<file path="src/hdl/cpuPkg.sv">
`default_nettype none

package cpuPkg;

    localparam int dataWidth = 32;
    localparam int regAddrWidth = 4;

    // ALU operation codes
    localparam logic [3:0] aluAdd = 4'b0000, aluAdc = 4'b0001, aluSub = 4'b0010,
                           aluSbc = 4'b0011, aluRsb = 4'b0100, aluRsc = 4'b0101;
    localparam logic [3:0] aluAnd = 4'b0110, aluOr = 4'b0111, aluXor = 4'b1000;
    localparam logic [3:0] aluPassB = 4'b1010, aluNotB = 4'b1011, aluAndNotB = 4'b1100;

    // Condition field in bits 31..28
    localparam logic [3:0] condEq = 4'h0, condNe = 4'h1, condCs = 4'h2, condCc = 4'h3;
    localparam logic [3:0] condMi = 4'h4, condPl = 4'h5, condVs = 4'h6, condVc = 4'h7;
    localparam logic [3:0] condHi = 4'h8, condLs = 4'h9, condGe = 4'ha, condLt = 4'hb;
    localparam logic [3:0] condGt = 4'hc, condLe = 4'hd, condAl = 4'he, condNv = 4'hf;

    localparam logic [1:0] shiftLsl = 2'b00, shiftLsr = 2'b01, shiftAsr = 2'b10,
                           shiftRor = 2'b11;

    // Word addresses above the register window
    localparam logic [4:0] addrInstr = 5'd16;
    localparam logic [4:0] addrFlags = 5'd17;

    typedef struct packed {
        logic [3:0] cond;
        logic [1:0] opClass;     // 00 for data processing
        logic       format;      // 1 selects rotated immediate
        logic [3:0] opcode;
        logic       s;
        logic [3:0] rn;
        logic [3:0] rd;
        logic [3:0] rotate;
        logic [7:0] imm8;
    } immForm_s;

    typedef struct packed {
        logic [3:0] cond;
        logic [1:0] opClass;
        logic       format;
        logic [3:0] opcode;
        logic       s;
        logic [3:0] rn;
        logic [3:0] rd;
        logic [4:0] shiftAmount;
        logic [1:0] shiftType;
        logic       regShiftFlag; // Shift by register is not executed here
        logic [3:0] rm;
    } regForm_s;

    typedef union packed {
        immForm_s immForm;
        regForm_s regForm;
    } instrWord_u;

endpackage

`default_nettype wire

</file>
<file path="src/hdl/aluCore.sv">
`timescale 1ns/1ps
`default_nettype none

module aluCore (
    input  cpuPkg::instrWord_u               instr,
    input  logic [cpuPkg::dataWidth-1:0]     rnData,
    input  logic [cpuPkg::dataWidth-1:0]     operand2,
    input  logic                             carryIn,
    output logic [cpuPkg::dataWidth-1:0]     result,
    output logic [3:0]                       nzcv,
    output logic                             writesRd,
    output logic                             updatesCV
);
    import cpuPkg::*;

    logic [3:0]           aluOp;
    logic [dataWidth-1:0] minuend;
    logic [dataWidth-1:0] subtrahend;
    logic [dataWidth:0]   sum;
    logic                 useCarry;
    logic                 c;
    logic                 v;

    always_comb begin
        case (instr.immForm.opcode)
            4'b0000, 4'b1000: aluOp = aluAnd;   // AND, TST
            4'b0001, 4'b1001: aluOp = aluXor;   // EOR, TEQ
            4'b0010, 4'b1010: aluOp = aluSub;   // SUB, CMP
            4'b0011:          aluOp = aluRsb;
            4'b0100, 4'b1011: aluOp = aluAdd;   // ADD, CMN
            4'b0101:          aluOp = aluAdc;
            4'b0110:          aluOp = aluSbc;
            4'b0111:          aluOp = aluRsc;
            4'b1100:          aluOp = aluOr;
            4'b1101:          aluOp = aluPassB;
            4'b1110:          aluOp = aluAndNotB;
            default:          aluOp = aluNotB;  // MVN
        endcase
    end

    // Compare group 10xx only sets flags
    assign writesRd = (instr.immForm.opcode[3:2] != 2'b10);

    always_comb begin
        useCarry   = (aluOp == aluAdc) || (aluOp == aluSbc) || (aluOp == aluRsc);
        minuend    = (aluOp == aluRsb || aluOp == aluRsc) ? operand2 : rnData;
        subtrahend = (aluOp == aluRsb || aluOp == aluRsc) ? rnData : operand2;
        sum        = {1'b0, rnData} + {1'b0, operand2} + (useCarry ? carryIn : 1'b0);
        result     = '0;
        c          = carryIn;
        v          = 1'b0;
        updatesCV  = 1'b1;
        case (aluOp)
            aluAdd, aluAdc: begin
                result = sum[dataWidth-1:0];
                c      = sum[dataWidth];
                v      = ~(rnData[31] ^ operand2[31]) & (rnData[31] ^ result[31]);
            end
            aluSub, aluSbc, aluRsb, aluRsc: begin
                result = minuend - subtrahend - (useCarry ? carryIn : 1'b0);
                c      = {1'b0, minuend} < ({1'b0, subtrahend} + (useCarry ? carryIn : 1'b0));
                v      = (minuend[31] ^ subtrahend[31]) & (minuend[31] ^ result[31]);
            end
            aluAnd:     begin result = rnData & operand2;  updatesCV = 1'b0; end
            aluOr:      begin result = rnData | operand2;  updatesCV = 1'b0; end
            aluXor:     begin result = rnData ^ operand2;  updatesCV = 1'b0; end
            aluPassB:   begin result = operand2;           updatesCV = 1'b0; end
            aluAndNotB: begin result = rnData & ~operand2; updatesCV = 1'b0; end
            default:    begin result = ~operand2;          updatesCV = 1'b0; end
        endcase
    end

    assign nzcv = {result[dataWidth-1], result == '0, c, v};

endmodule

`default_nettype wire

</file>
<file path="src/hdl/dpTop.sv">
`timescale 1ns/1ps
`default_nettype none

module dpTop (
    input  logic                          Clk,
    input  logic                          reset,
    input  logic                          cyc,
    input  logic                          stb,
    input  logic                          we,
    input  logic [4:0]                    adr,
    input  logic [cpuPkg::dataWidth-1:0]  datIn,
    output logic [cpuPkg::dataWidth-1:0]  datOut,
    output logic                          ack
);
    import cpuPkg::*;

    instrWord_u              instr;
    logic [regAddrWidth-1:0] rdAddrA;
    logic [regAddrWidth-1:0] rdAddrB;
    logic [regAddrWidth-1:0] wrAddr;
    logic [dataWidth-1:0]    rnData;
    logic [dataWidth-1:0]    rmData;
    logic [dataWidth-1:0]    wrData;
    logic [dataWidth-1:0]    operand2;
    logic [dataWidth-1:0]    aluResult;
    logic [3:0]              aluNzcv;
    logic [3:0]              flags;
    logic [3:0]              hostFlags;
    logic                    wrEn;
    logic                    carry;
    logic                    writesRd;
    logic                    updatesCV;
    logic                    condPass;
    logic                    flagsLoad;
    logic                    hostFlagsLoad;

    wbSequencer sequencer (
        .Clk(Clk), .reset(reset),
        .cyc(cyc), .stb(stb), .we(we), .adr(adr), .datIn(datIn),
        .datOut(datOut), .ack(ack),
        .instr(instr),
        .rdAddrA(rdAddrA), .rdAddrB(rdAddrB), .rnData(rnData),
        .wrAddr(wrAddr), .wrData(wrData), .wrEn(wrEn),
        .aluResult(aluResult), .writesRd(writesRd), .condPass(condPass), .flags(flags),
        .flagsLoad(flagsLoad), .hostFlagsLoad(hostFlagsLoad), .hostFlags(hostFlags)
    );

    registerFile regFile (
        .Clk(Clk), .reset(reset),
        .rdAddrA(rdAddrA), .rdAddrB(rdAddrB),
        .wrAddr(wrAddr), .wrData(wrData), .wrEn(wrEn),
        .rdDataA(rnData), .rdDataB(rmData)
    );

    operandShifter shifter (
        .instr(instr), .rmData(rmData), .operand2(operand2)
    );

    aluCore alu (
        .instr(instr), .rnData(rnData), .operand2(operand2), .carryIn(carry),
        .result(aluResult), .nzcv(aluNzcv), .writesRd(writesRd), .updatesCV(updatesCV)
    );

    statusFlags status (
        .Clk(Clk), .reset(reset),
        .nzcvIn(aluNzcv), .updatesCV(updatesCV), .flagsLoad(flagsLoad),
        .hostFlags(hostFlags), .hostFlagsLoad(hostFlagsLoad),
        .cond(instr.immForm.cond),
        .flags(flags), .carry(carry), .condPass(condPass)
    );

endmodule

`default_nettype wire

</file>
<file path="src/hdl/operandShifter.sv">
`timescale 1ns/1ps
`default_nettype none

module operandShifter (
    input  cpuPkg::instrWord_u               instr,
    input  logic [cpuPkg::dataWidth-1:0]     rmData,
    output logic [cpuPkg::dataWidth-1:0]     operand2
);
    import cpuPkg::*;

    function automatic logic [dataWidth-1:0] rotateRight(
        input logic [dataWidth-1:0] value,
        input logic [4:0]           amount
    );
        if (amount == 5'd0)
            return value;
        return (value >> amount) | (value << (dataWidth - amount));
    endfunction

    logic [dataWidth-1:0] immValue;
    logic [4:0]           amount;

    assign immValue = {{(dataWidth-8){1'b0}}, instr.immForm.imm8};
    assign amount   = instr.regForm.shiftAmount;

    always_comb begin
        if (instr.immForm.format) begin
            operand2 = rotateRight(immValue, {instr.immForm.rotate, 1'b0});  // Rotate by 2x
        end else begin
            case (instr.regForm.shiftType)
                shiftLsl: operand2 = rmData << amount;
                shiftLsr: operand2 = rmData >> amount;
                shiftAsr: operand2 = $signed(rmData) >>> amount;
                shiftRor: operand2 = rotateRight(rmData, amount);
                default:  operand2 = rmData;
            endcase
        end
    end

endmodule

`default_nettype wire

</file>
<file path="src/hdl/registerFile.sv">
`timescale 1ns/1ps
`default_nettype none

module registerFile (
    input  logic                             Clk,
    input  logic                             reset,
    input  logic [cpuPkg::regAddrWidth-1:0]  rdAddrA,
    input  logic [cpuPkg::regAddrWidth-1:0]  rdAddrB,
    input  logic [cpuPkg::regAddrWidth-1:0]  wrAddr,
    input  logic [cpuPkg::dataWidth-1:0]     wrData,
    input  logic                             wrEn,
    output logic [cpuPkg::dataWidth-1:0]     rdDataA,
    output logic [cpuPkg::dataWidth-1:0]     rdDataB
);
    import cpuPkg::*;

    logic [dataWidth-1:0] regs [0:14];
    logic [14:0]          wrSel;

    // One-hot write select where index 15 falls off the top
    assign wrSel = wrEn ? (15'(1) << wrAddr) : '0;

    always_ff @(posedge Clk or posedge reset) begin
        if (reset) begin
            for (int i = 0; i < 15; i++)
                regs[i] <= '0;
        end else begin
            for (int i = 0; i < 15; i++)
                if (wrSel[i]) regs[i] <= wrData;
        end
    end

    assign rdDataA = (rdAddrA == 4'd15) ? '0 : regs[rdAddrA];  // r15 reads zero
    assign rdDataB = (rdAddrB == 4'd15) ? '0 : regs[rdAddrB];

endmodule

`default_nettype wire

</file>
<file path="src/hdl/statusFlags.sv">
`timescale 1ns/1ps
`default_nettype none

module statusFlags (
    input  logic       Clk,
    input  logic       reset,
    input  logic [3:0] nzcvIn,
    input  logic       updatesCV,
    input  logic       flagsLoad,
    input  logic [3:0] hostFlags,
    input  logic       hostFlagsLoad,
    input  logic [3:0] cond,
    output logic [3:0] flags,
    output logic       carry,
    output logic       condPass
);
    import cpuPkg::*;

    logic n, z, c, v;

    always_ff @(posedge Clk or posedge reset) begin
        if (reset)
            flags <= '0;
        else if (hostFlagsLoad)
            flags <= hostFlags;
        else if (flagsLoad)
            flags <= {nzcvIn[3:2], updatesCV ? nzcvIn[1:0] : flags[1:0]};  // Logic ops keep C, V
    end

    assign {n, z, c, v} = flags;
    assign carry = c;

    always_comb begin
        case (cond)
            condEq:  condPass = z;
            condNe:  condPass = !z;
            condCs:  condPass = c;
            condCc:  condPass = !c;
            condMi:  condPass = n;
            condPl:  condPass = !n;
            condVs:  condPass = v;
            condVc:  condPass = !v;
            condHi:  condPass = c && !z;
            condLs:  condPass = !c || z;
            condGe:  condPass = (n == v);
            condLt:  condPass = (n != v);
            condGt:  condPass = !z && (n == v);
            condLe:  condPass = z || (n != v);
            condAl:  condPass = 1'b1;
            default: condPass = 1'b0;    // NV
        endcase
    end

endmodule

`default_nettype wire

</file>
<file path="src/hdl/wbSequencer.sv">
`timescale 1ns/1ps
`default_nettype none

module wbSequencer (
    input  logic                             Clk,
    input  logic                             reset,
    input  logic                             cyc,
    input  logic                             stb,
    input  logic                             we,
    input  logic [4:0]                       adr,
    input  logic [cpuPkg::dataWidth-1:0]     datIn,
    output logic [cpuPkg::dataWidth-1:0]     datOut,
    output logic                             ack,
    output cpuPkg::instrWord_u               instr,
    output logic [cpuPkg::regAddrWidth-1:0]  rdAddrA,
    output logic [cpuPkg::regAddrWidth-1:0]  rdAddrB,
    input  logic [cpuPkg::dataWidth-1:0]     rnData,
    output logic [cpuPkg::regAddrWidth-1:0]  wrAddr,
    output logic [cpuPkg::dataWidth-1:0]     wrData,
    output logic                             wrEn,
    input  logic [cpuPkg::dataWidth-1:0]     aluResult,
    input  logic                             writesRd,
    input  logic                             condPass,
    input  logic [3:0]                       flags,
    output logic                             flagsLoad,
    output logic                             hostFlagsLoad,
    output logic [3:0]                       hostFlags
);
    import cpuPkg::*;

    localparam logic [2:0] stIdle      = 3'd0;
    localparam logic [2:0] stAccess    = 3'd1;
    localparam logic [2:0] stOperand   = 3'd2;
    localparam logic [2:0] stExecute   = 3'd3;
    localparam logic [2:0] stWriteback = 3'd4;

    logic [2:0]           state;
    logic [2:0]           nextState;
    logic                 request;
    logic                 instrWrite;
    logic                 busy;
    logic                 hostWrite;
    logic                 execOk;
    logic [dataWidth-1:0] resultHold;

    assign request    = cyc && stb;
    assign instrWrite = we && (adr == addrInstr);

    always_comb begin
        nextState = state;
        case (state)
            stIdle:      if (request) nextState = instrWrite ? stOperand : stAccess;
            stAccess:    nextState = stIdle;
            stOperand:   nextState = stExecute;
            stExecute:   nextState = stWriteback;
            stWriteback: nextState = stIdle;
            default:     nextState = stIdle;
        endcase
    end

    always_ff @(posedge Clk or posedge reset) begin
        if (reset) begin
            state <= stIdle;
            instr <= '0;
        end else begin
            state <= nextState;
            if (state == stIdle && request && instrWrite)
                instr <= datIn;
        end
    end

    always_ff @(posedge Clk) begin
        if (state == stExecute)
            resultHold <= aluResult;   // Rd value for writeback
    end

    assign busy    = (state == stOperand) || (state == stExecute) || (state == stWriteback);
    assign rdAddrA = busy ? instr.immForm.rn : adr[3:0];
    assign rdAddrB = instr.regForm.rm;

    // Shift by register is acknowledged only
    assign execOk = instr.immForm.format || !instr.regForm.regShiftFlag;

    assign ack       = (state == stAccess) || (state == stWriteback);
    assign hostWrite = (state == stAccess) && we;

    assign wrAddr = (state == stWriteback) ? instr.immForm.rd : adr[3:0];
    assign wrData = (state == stWriteback) ? resultHold : datIn;
    assign wrEn   = (hostWrite && !adr[4])
                 || ((state == stWriteback) && execOk && condPass && writesRd);

    assign flagsLoad     = (state == stWriteback) && execOk && condPass && instr.immForm.s;
    assign hostFlagsLoad = hostWrite && (adr == addrFlags);
    assign hostFlags     = datIn[3:0];

    always_comb begin
        if (!adr[4])
            datOut = rnData;
        else if (adr == addrInstr)
            datOut = instr;
        else if (adr == addrFlags)
            datOut = {{(dataWidth-4){1'b0}}, flags};
        else
            datOut = '0;
    end

endmodule

`default_nettype wire
</file>
<file path="config.mk">
export PLATFORM = sky130hd
export DESIGN_NAME = dpTop
export DESIGN_NICKNAME = d
export VERILOG_FILES = /design/src/hdl/cpuPkg.sv /design/src/hdl/aluCore.sv /design/src/hdl/dpTop.sv /design/src/hdl/operandShifter.sv /design/src/hdl/registerFile.sv /design/src/hdl/statusFlags.sv /design/src/hdl/wbSequencer.sv
export SDC_FILE = /design/constraint.sdc
export NUM_CORES = 2
export LEC_CHECK = 0
export ABC_AREA = 0
export BUFFER_PORTS_ARGS = -buffer_cell sky130_fd_sc_hd__buf_2
export CAP_MARGIN = 0
export CORE_UTILIZATION = 35
export CTS_CLUSTER_SIZE = 30
export DETAILED_ROUTE_END_ITERATION = 6
export SETUP_SLACK_MARGIN = 0.15
export SYNTH_ARGS = -nofsm -noshare
export SYNTH_HDL_FRONTEND = slang
export SYNTH_HIERARCHICAL = 1
export SYNTH_SLANG_ARGS = --single-unit
</file>
<file path="constraint.sdc">
create_clock -name Clk -period 12.5 [get_ports Clk]
set_input_delay 0 -clock Clk [delete_from_list [all_inputs] [get_ports Clk]]
set_output_delay 0 -clock Clk [all_outputs]
set_load 0.005 [all_outputs]
</file>
# After elaboration in Yosys (flattened, before gate mapping)
# Memories as Yosys holds them, arrays and structs flattened.
# Index checks and enable logic that the tools add are counted.
[word_totals]
mem_count = 1
mem_bits_ro = 64
wordCells = 179
ff_bits = 551
out_inout_bits = 33
in_bits = 42
[classes]
n_lt_le_gt_ge = 3
shift = 7
eq_ne = 39
bitwise = 16
n_reduce_logical = 44
add_sub_neg = 7
muxes = 41
[memory_table]
columns = ["name", "depth", "word_bits", "rd", "rd_clocked_by_memory_dff", "write_ports", "line", "rtl"]
rows = [
  ["(name not given)", 16, 4, 1, 0, 0, "aluCore.sv:25", "case (instr.immForm.opcode)"],
]
[ops]
columns = ["op", "count"]
rows = [
  ["$mux 32", 16],
  ["$bmux 32 s4", 2],
  ["$pmux 32 s7", 1],
  ["$pmux 32 s4", 1],
  ["$or 32x32->32", 3],
  ["$and 32x32->32", 2],
  ["$sub 32x32->32", 2],
  ["$eq 4x4->1 const B", 12],
  ["$add 32x32->33", 1],
  ["$add 32x33->33", 1],
  ["$add 33x1->33", 1],
  ["$lt 32x33->1", 1],
  ["$eq 4x3->1 const B", 8],
  ["$logic_not 32->1", 1],
  ["$not 32->32", 1],
  ["$shl 32x32->32", 1],
  ["$shl 32x5->32", 1],
  ["$shl 8x32->32", 1],
  ["$shr 32x5->32", 1],
  ["$shr 8x5->32", 1],
  ["$sshr 32x5->32", 1],
  ["$xor 32x32->32", 1],
  ["$mux 4", 5],
  ["$eq 4x2->1 const B", 4],
  ["39 further kinds", 88],
]

# Depth between registers and ports, before layout
[logic_depth]
word_depth = 19
ltp_mapped = 42
mapped_depth_nobuf = 35

# Hierarchy
# Netlist, hierarchy kept.
[modules_own_cells]
columns = ["mod", "area_per_inst_um2", "instances", "cells_per_inst", "seq_area_each_um2"]
rows = [
  ["registerFile", 25699.6, 1, 1855, 12011.5],
  ["aluCore", 9211.3, 1, 1398, 0.0],
  ["operandShifter", 8712.1, 1, 1144, 0.0],
  ["wbSequencer", 3424.5, 1, 227, 1836.8],
  ["statusFlags", 401.6, 1, 49, 100.1],
]

# Worst setup path before layout
# No wires, ideal clock.
[synth_path]
kind = "register to register"
startpoint = "reg sequencer/instr[0] (netlist bit)"
endpoint = "reg status.flags[2]"
t_required_ns = 12.417
path_slack_ns = 5.146
period_less_slack_ns = 7.354
path_stages_with_launch = 32
path_buffers = 6
setup_time_ns = 0.083
arrival_ns = 7.271
path_cell_list = "dfrtp_1 buf_4 buf_2 buf_2 nand2b_1 buf_2 o22ai_1 a21oi_1 o21ai_0 clkbuf_1 mux2i_1 mux4_2 a211oi_1 nor4_1 o31ai_1 mux2i_1 or2_2 ha_1 clkbuf_1 nand3_1 a2111oi_0 a2111oi_2 o21ai_1 o21ai_1 xnor2_1 a221o_1 a2111oi_1 nand4_1 or4_1 nor3_2 mux2i_1 o21ai_0"
[synth_between]
elab_chain_cells = 17
word_cells_on_any_way = 35
cone_classes = "add/sub (4); eq/ne (1); shift (6); mux (15); bitwise (8); reduce/logical (1)"
[synth_lines]
columns = ["item", "line", "rtl"]
rows = [
  ["from (decl)", "wbSequencer.sv:14", "output cpuPkg::instrWord_u instr,"],
  ["from (signal assigned)", "wbSequencer.sv:68", "instr <= datIn;"],
  ["$not 4->5 (implied by the code)", "registerFile.sv:34", "assign rdDataB = (rdAddrB == 4'd15) ? '0 : regs[rdAddrB];"],
  ["$bmux 32 s4", "registerFile.sv:34", ""],
  ["$mux 32 (implied by the code) (2 in a row)", "registerFile.sv:34", ""],
  ["$mux 32 (*)", "registerFile.sv:34", ""],
  ["net rmData[6]", "dpTop.sv:22", "logic [dataWidth-1:0] rmData;"],
  ["$shl 32x32->32 or $shr 32x5->32 (tied branches)", "operandShifter.sv:17, operandShifter.sv:32", ""],
  ["$or 32x32->32", "operandShifter.sv:17", "return (value >> amount) | (value << (dataWidth - amount));"],
  ["$mux 32", "operandShifter.sv:17", ""],
  ["[2 not listed]", "n/a", ""],
  ["net operand2[17]", "dpTop.sv:24", "logic [dataWidth-1:0] operand2;"],
  ["$mux 32 (on tied branches)", "aluCore.sv:46, aluCore.sv:47", ""],
  ["$sub 32x32->32 (2 in a row)", "aluCore.sv:60", "result = minuend - subtrahend - (useCarry ? carryIn : 1'b0);"],
  ["$pmux 32 s7 (*)", "aluCore.sv:53", "case (aluOp)"],
  ["net aluResult[30]", "dpTop.sv:25", "logic [dataWidth-1:0] aluResult;"],
  ["$logic_not 32->1 (*)", "aluCore.sv:73", "assign nzcv = {result[dataWidth-1], result == '0, c, v};"],
  ["net aluNzcv[2]", "dpTop.sv:26", "logic [3:0] aluNzcv;"],
  ["$mux 4 (*)", "statusFlags.sv:26", "else if (flagsLoad)"],
  ["$mux 4 (*)", "statusFlags.sv:24", "else if (hostFlagsLoad)"],
  ["to (signal assigned)", "statusFlags.sv:25", "flags <= hostFlags;"],
  ["to (signal assigned)", "statusFlags.sv:27", "flags <= {nzcvIn[3:2], updatesCV ? nzcvIn[1:0] : flags[1:0]};"],
  ["to (decl)", "statusFlags.sv:13", "output logic [3:0] flags,"],
]
# Mark *: on every way through the listed nets, which the timed path passes. The rest lies on a longest branch. The select of a mux whose other input is x is not followed.
# A chain may end at the register's enable or synchronous reset.

# Worst setup path after layout
[layout_path]
startpoint = "reg sequencer/instr[1] (netlist bit)"
endpoint = "reg status.flags[1]"
[layout_between]
elab_chain_cells = 17
word_cells_on_any_way = 30
cone_classes = "add/sub (3); order compare (1); eq/ne (1); shift (6); mux (16); bitwise (3)"
[layout_lines]
columns = ["item", "line", "rtl"]
rows = [
  ["$not 4->5 (implied by the code)", "registerFile.sv:34", ""],
  ["$bmux 32 s4", "registerFile.sv:34", ""],
  ["$mux 32 (implied by the code) (2 in a row)", "registerFile.sv:34", ""],
  ["$mux 32 (*)", "registerFile.sv:34", ""],
  ["net rmData[28]", "dpTop.sv:22", ""],
  ["$shl 32x32->32 or $shr 32x5->32 (tied branches)", "operandShifter.sv:17, operandShifter.sv:32", ""],
  ["$or 32x32->32", "operandShifter.sv:17", ""],
  ["$mux 32", "operandShifter.sv:17", ""],
  ["[2 not listed]", "n/a", ""],
  ["net operand2[2]", "dpTop.sv:24", ""],
  ["$mux 32", "aluCore.sv:47", "subtrahend = (aluOp == aluRsb || aluOp == aluRsc) ? rnData : operand2;"],
  ["$add 32x33->33", "aluCore.sv:61", "c = {1'b0, minuend} < ({1'b0, subtrahend} + (useCarry ? carryIn : 1'b0));"],
  ["$lt 32x33->1", "aluCore.sv:61", ""],
  ["$pmux 1 s2 (*)", "aluCore.sv:53", ""],
  ["net aluNzcv[1]", "dpTop.sv:26", ""],
  ["$mux 2 (*)", "statusFlags.sv:27", ""],
  ["$mux 4 (*)", "statusFlags.sv:26", ""],
  ["$mux 4 (*)", "statusFlags.sv:24", ""],
]
# Marked as above.

==> metrics list <==
- The run finished with clean final reports.
- Once detail routing completed, the nets flagged for antenna violations numbered 0.
* Clock tree sinks: around 550
- Kind of path behind the tightest hold check: input port to flip-flop
* Post-synthesis sequential area ratio: between 20% and 30%
- Number of instances in the placed design: 6247
* Worst-case vdd ir drop: 0.0962 mV
- Routability-driven placement finished with a final weighted congestion of 1.06.
* Violation count after the first detailed-routing iteration: between 6k and 7k
- Main combinational cell family by area after synthesis: multiplexers
* CP Capture Type: flip-flop
- Post-CTS setup-driven buffer insertion count: 0
- Residual DRC: 0
* Final Routed Wirelength: about 210000 um
- Mapped cell area: ~47000 um^2
- Power density over cell area: between 100 and 150 nW/um^2
* Slew Limit Headroom: 17.2%
- Flop and latch count out of synthesis: about 550
- Mean instance size in the synthesized netlist: 10.2 um^2
- Most frequently used flop master after synthesis: sky130_fd_sc_hd__dfrtp_1
* Share of the synthesized area in the top cell type: ~27%
- Final setup violation count: 0
- Instance area at placement: roughly 50000 um^2
- Period utilization: ~84%
- The final number of hold-violating endpoints was 0.
- Fraction of layout cells with a size suffix above 1: between 20% and 30%
* Number of nets in the layout: 4776
- Largest stage delay on the critical path: 0.94 ns
- Global routing consumed, over all layers together, between 30% and 40% of the routing resources.
* Count of input and output buffers: 74
* Core footprint: 134000 um^2
- Routed via count: ~43k
* Post-synthesis cell type with the largest combined area: sky130_fd_sc_hd__dfrtp_1
- The later pin in the worst-skew pair is clocked with a latency of ~0.65 ns.
- After detailed routing, the average wire length per cell comes to 33.2 um.
- At the pin with the least slew margin, the transition time is between 1 and 1.5 ns.
- Adding up every negative setup slack in the final design gives 0 ns.
- Data on the critical path is required at its endpoint by between 10 and 15 ns.
- Synth Area in XOR/XNOR: between 1.5 and 2%
* CP Data Arrival Time: around 11 ns
* Adder-Cell Fraction of Synth Area: 3.75%
* Syn_nets: between 4k and 5k
- After technology mapping, the gate count stands at ~4.7k.
- Leakage Power: approximately 21 nW
* Maximum fanout count along the critical path: 43
* Number of antenna violations at the first check in global routing: 5
- The tool flagged a number of max-cap violations equal to 0.
- Post-cts resize count: 0
- Portion of netlist area occupied by mux cells: 31.1%
- Detailed Routing Iterations Pass 1: 6
- After filler insertion, the fill cell instance count of the layout stands at 13.0k.
* Hold-fix buffers, CTS: 45
- Placed wire-length estimate: about 150000 um
- For this run, the number of Yosys warnings is 6.
- Pin placement for this block handled 75 I/O pins.
- Dominant cell type by count on the critical path: sky130_fd_sc_hd__mux2i_1
* Slowest cell on crit path: sky130_fd_sc_hd__a2bb2oi_1
* Number of enable-type register cells in the synthesized netlist: 32
- The synthesized netlist devotes a little under a fifth of its cell area to compound gates.
- Final non-filler cell area: 52300 um^2
- Setup repair after global routing left no endpoint under its margin.
- Die boundary width: between 300 and 400 um
* Clock tree buffer depth: 3
* Global-route wire length before repair: around 300000 um
* Async set-reset flop share out of synthesis: between 90 and 100%
- Overall overflow remaining after global route: 0
* Crit path launch type: flip-flop
* Area of the multi-input gates: just over 30000 um^2
* Effective utilization at floorplan: between 30% and 40%
- The smallest clock period supported by the final layout is computed as 10.45 ns.
* TritonCTS clock tree: done
- In the post-synthesis netlist, the biggest area contributors are sky130_fd_sc_hd__dfrtp_1 (27%), sky130_fd_sc_hd__mux2_2 (13%), sky130_fd_sc_hd__mux4_2 (9.4%), sky130_fd_sc_hd__mux2i_1 (6.3%), sky130_fd_sc_hd__ha_1 (3.6%).
* Worst setup skew after layout: between 0.02 and 0.03 ns
* Fmax achieved: roughly 96 MHz
- The number of max-slew violations in the final report came to 0.
- Die area: between 100000 and 150000 um^2
- Of the total synthesized cell area, the portion taken by AND, OR, NAND and NOR gates is between 10% and 20%.
- Maximum number of pins on one net before global-route repair: 190
* Vias per cell: around 6.6
* Height of the die: between 300 and 400 um
* Leading post-synthesis cells by instance count: sky130_fd_sc_hd__mux2_2 (552), sky130_fd_sc_hd__dfrtp_1 (519), sky130_fd_sc_hd__mux2i_1 (300)
- After clock tree synthesis, the clock-pin slew on the worst setup and hold paths is roughly 0.060 ns.
* Area growth from synthesis to final layout: 10.2%
* Clk root buf: sky130_fd_sc_hd__clkbuf_16
- CTS built an H-tree with a depth of 3.
* Finished Layout Cells: between 6k and 7k
- Placement row count: around 130
- Vias in the first global route: 40.9k
- By startpoint and endpoint, the worst setup path is classified as flip-flop to flip-flop.
- Clock tree synthesis inserted a total of 68 buffers.
- Most frequent cell after synthesis: sky130_fd_sc_hd__mux2_2
* Area taken by flip-flops and latches: 14000 um^2
* Cell variety after synth: around 120
kinds of logic after synthesis:
kind of cell,after synthesis
compound gates,1228
mux,1134
xor+xnor,83
flops,551
fa+ha+maj,140
simple gates,979
buf+inv,558
placed cells by master (no fill, tap or decap), types with 79 or more instances in the layout:
cell / instances
sky130_fd_sc_hd__mux4_2: 198
sky130_fd_sc_hd__dfrtp_1: 511
sky130_fd_sc_hd__inv_1: 99
sky130_fd_sc_hd__nor2_1: 245
sky130_fd_sc_hd__buf_4: 178
sky130_fd_sc_hd__a211oi_1: 96
sky130_fd_sc_hd__nand2_1: 263
sky130_fd_sc_hd__mux2_2: 550
sky130_fd_sc_hd__o21ai_0: 173
sky130_fd_sc_hd__a21oi_1: 231
sky130_fd_sc_hd__ha_1: 135
sky130_fd_sc_hd__nor2b_1: 79
sky130_fd_sc_hd__o22ai_1: 84
sky130_fd_sc_hd__mux2i_1: 300
critical path, delay by kind of cell (launching register included):
kind	cells	cell delay (ns)
buffers and inverters	3	1.41
flip-flops	1	0.60
XOR/XNOR	1	0.17
AND/OR/NAND/NOR	13	3.37
multiplexers	4	0.87
AO/OA/AOI/OAI	11	3.53
adder cells (fa/ha/maj)	1	0.32
worst paths after layout:
kind                                         start                  to  slack (ns)  cells past startpoint
worst max-delay path            sequencer/instr[1]     status/flags[1]        2.05                     33
worst min-delay path                        adr[2]     status/flags[3]        0.05                      6
worst max register to register  sequencer/instr[1]     status/flags[1]        2.05                     33
worst min register to register   regFile/regs[408]   regFile/regs[408]        0.51                      1
max in group asynchronous                    reset    regFile/regs[46]        9.90                      6
min in group asynchronous                    reset  sequencer/state[0]        0.18                      4
through the flow:
stage	utilization, %	setup slack (ns)	hold slack (ns)	power (mW)
after floorplan	-	5.15	-0.234	4.28
after global placement	37.0	2.48	0.0427	5.43
after detailed placement	37.0	2.49	0.0357	5.42
after CTS	39.0	2.43	0.0131	7.47
after global routing	39.0	1.73	0.0797	7.83
final	39.0	2.05	0.0538	7.58
routing by layer:
layer  vias up  track usage [%]  part of all wire [%]
met4         2             16.6                   6.4
met5         -                0                0.0052
met3       618             6.78                    11
met2      2693             44.9                    43
li1      17700                -                     -
met1     21600             40.6                    40
registers in the layout (all words and copies together) (netlist names):
| register | cells |
|---|---|
| status/flags | 4 |
| sequencer/state | 3 |
| sequencer/resultHold | 32 |
| sequencer/instr | 32 |
| regFile/regs | 480 |
layout make-up:
class	count	area share, %
Inverter	108	0.783
Clock buffer	98	3.78
Antenna cell	3	0.0144
Sequential cell	551	26.7
Clock inverter	22	0.579
Multi-Input combinational cell	3564	59.6
Tap cell	1768	4.23
Timing Repair Buffer	301	4.28
report_power, final:
group          internal, mW  switching [mW]
combinational          1.23            2.22
sequential             1.97           0.139
clock                  1.19           0.838
Note: power is estimated with default switching activity, not from simulation.
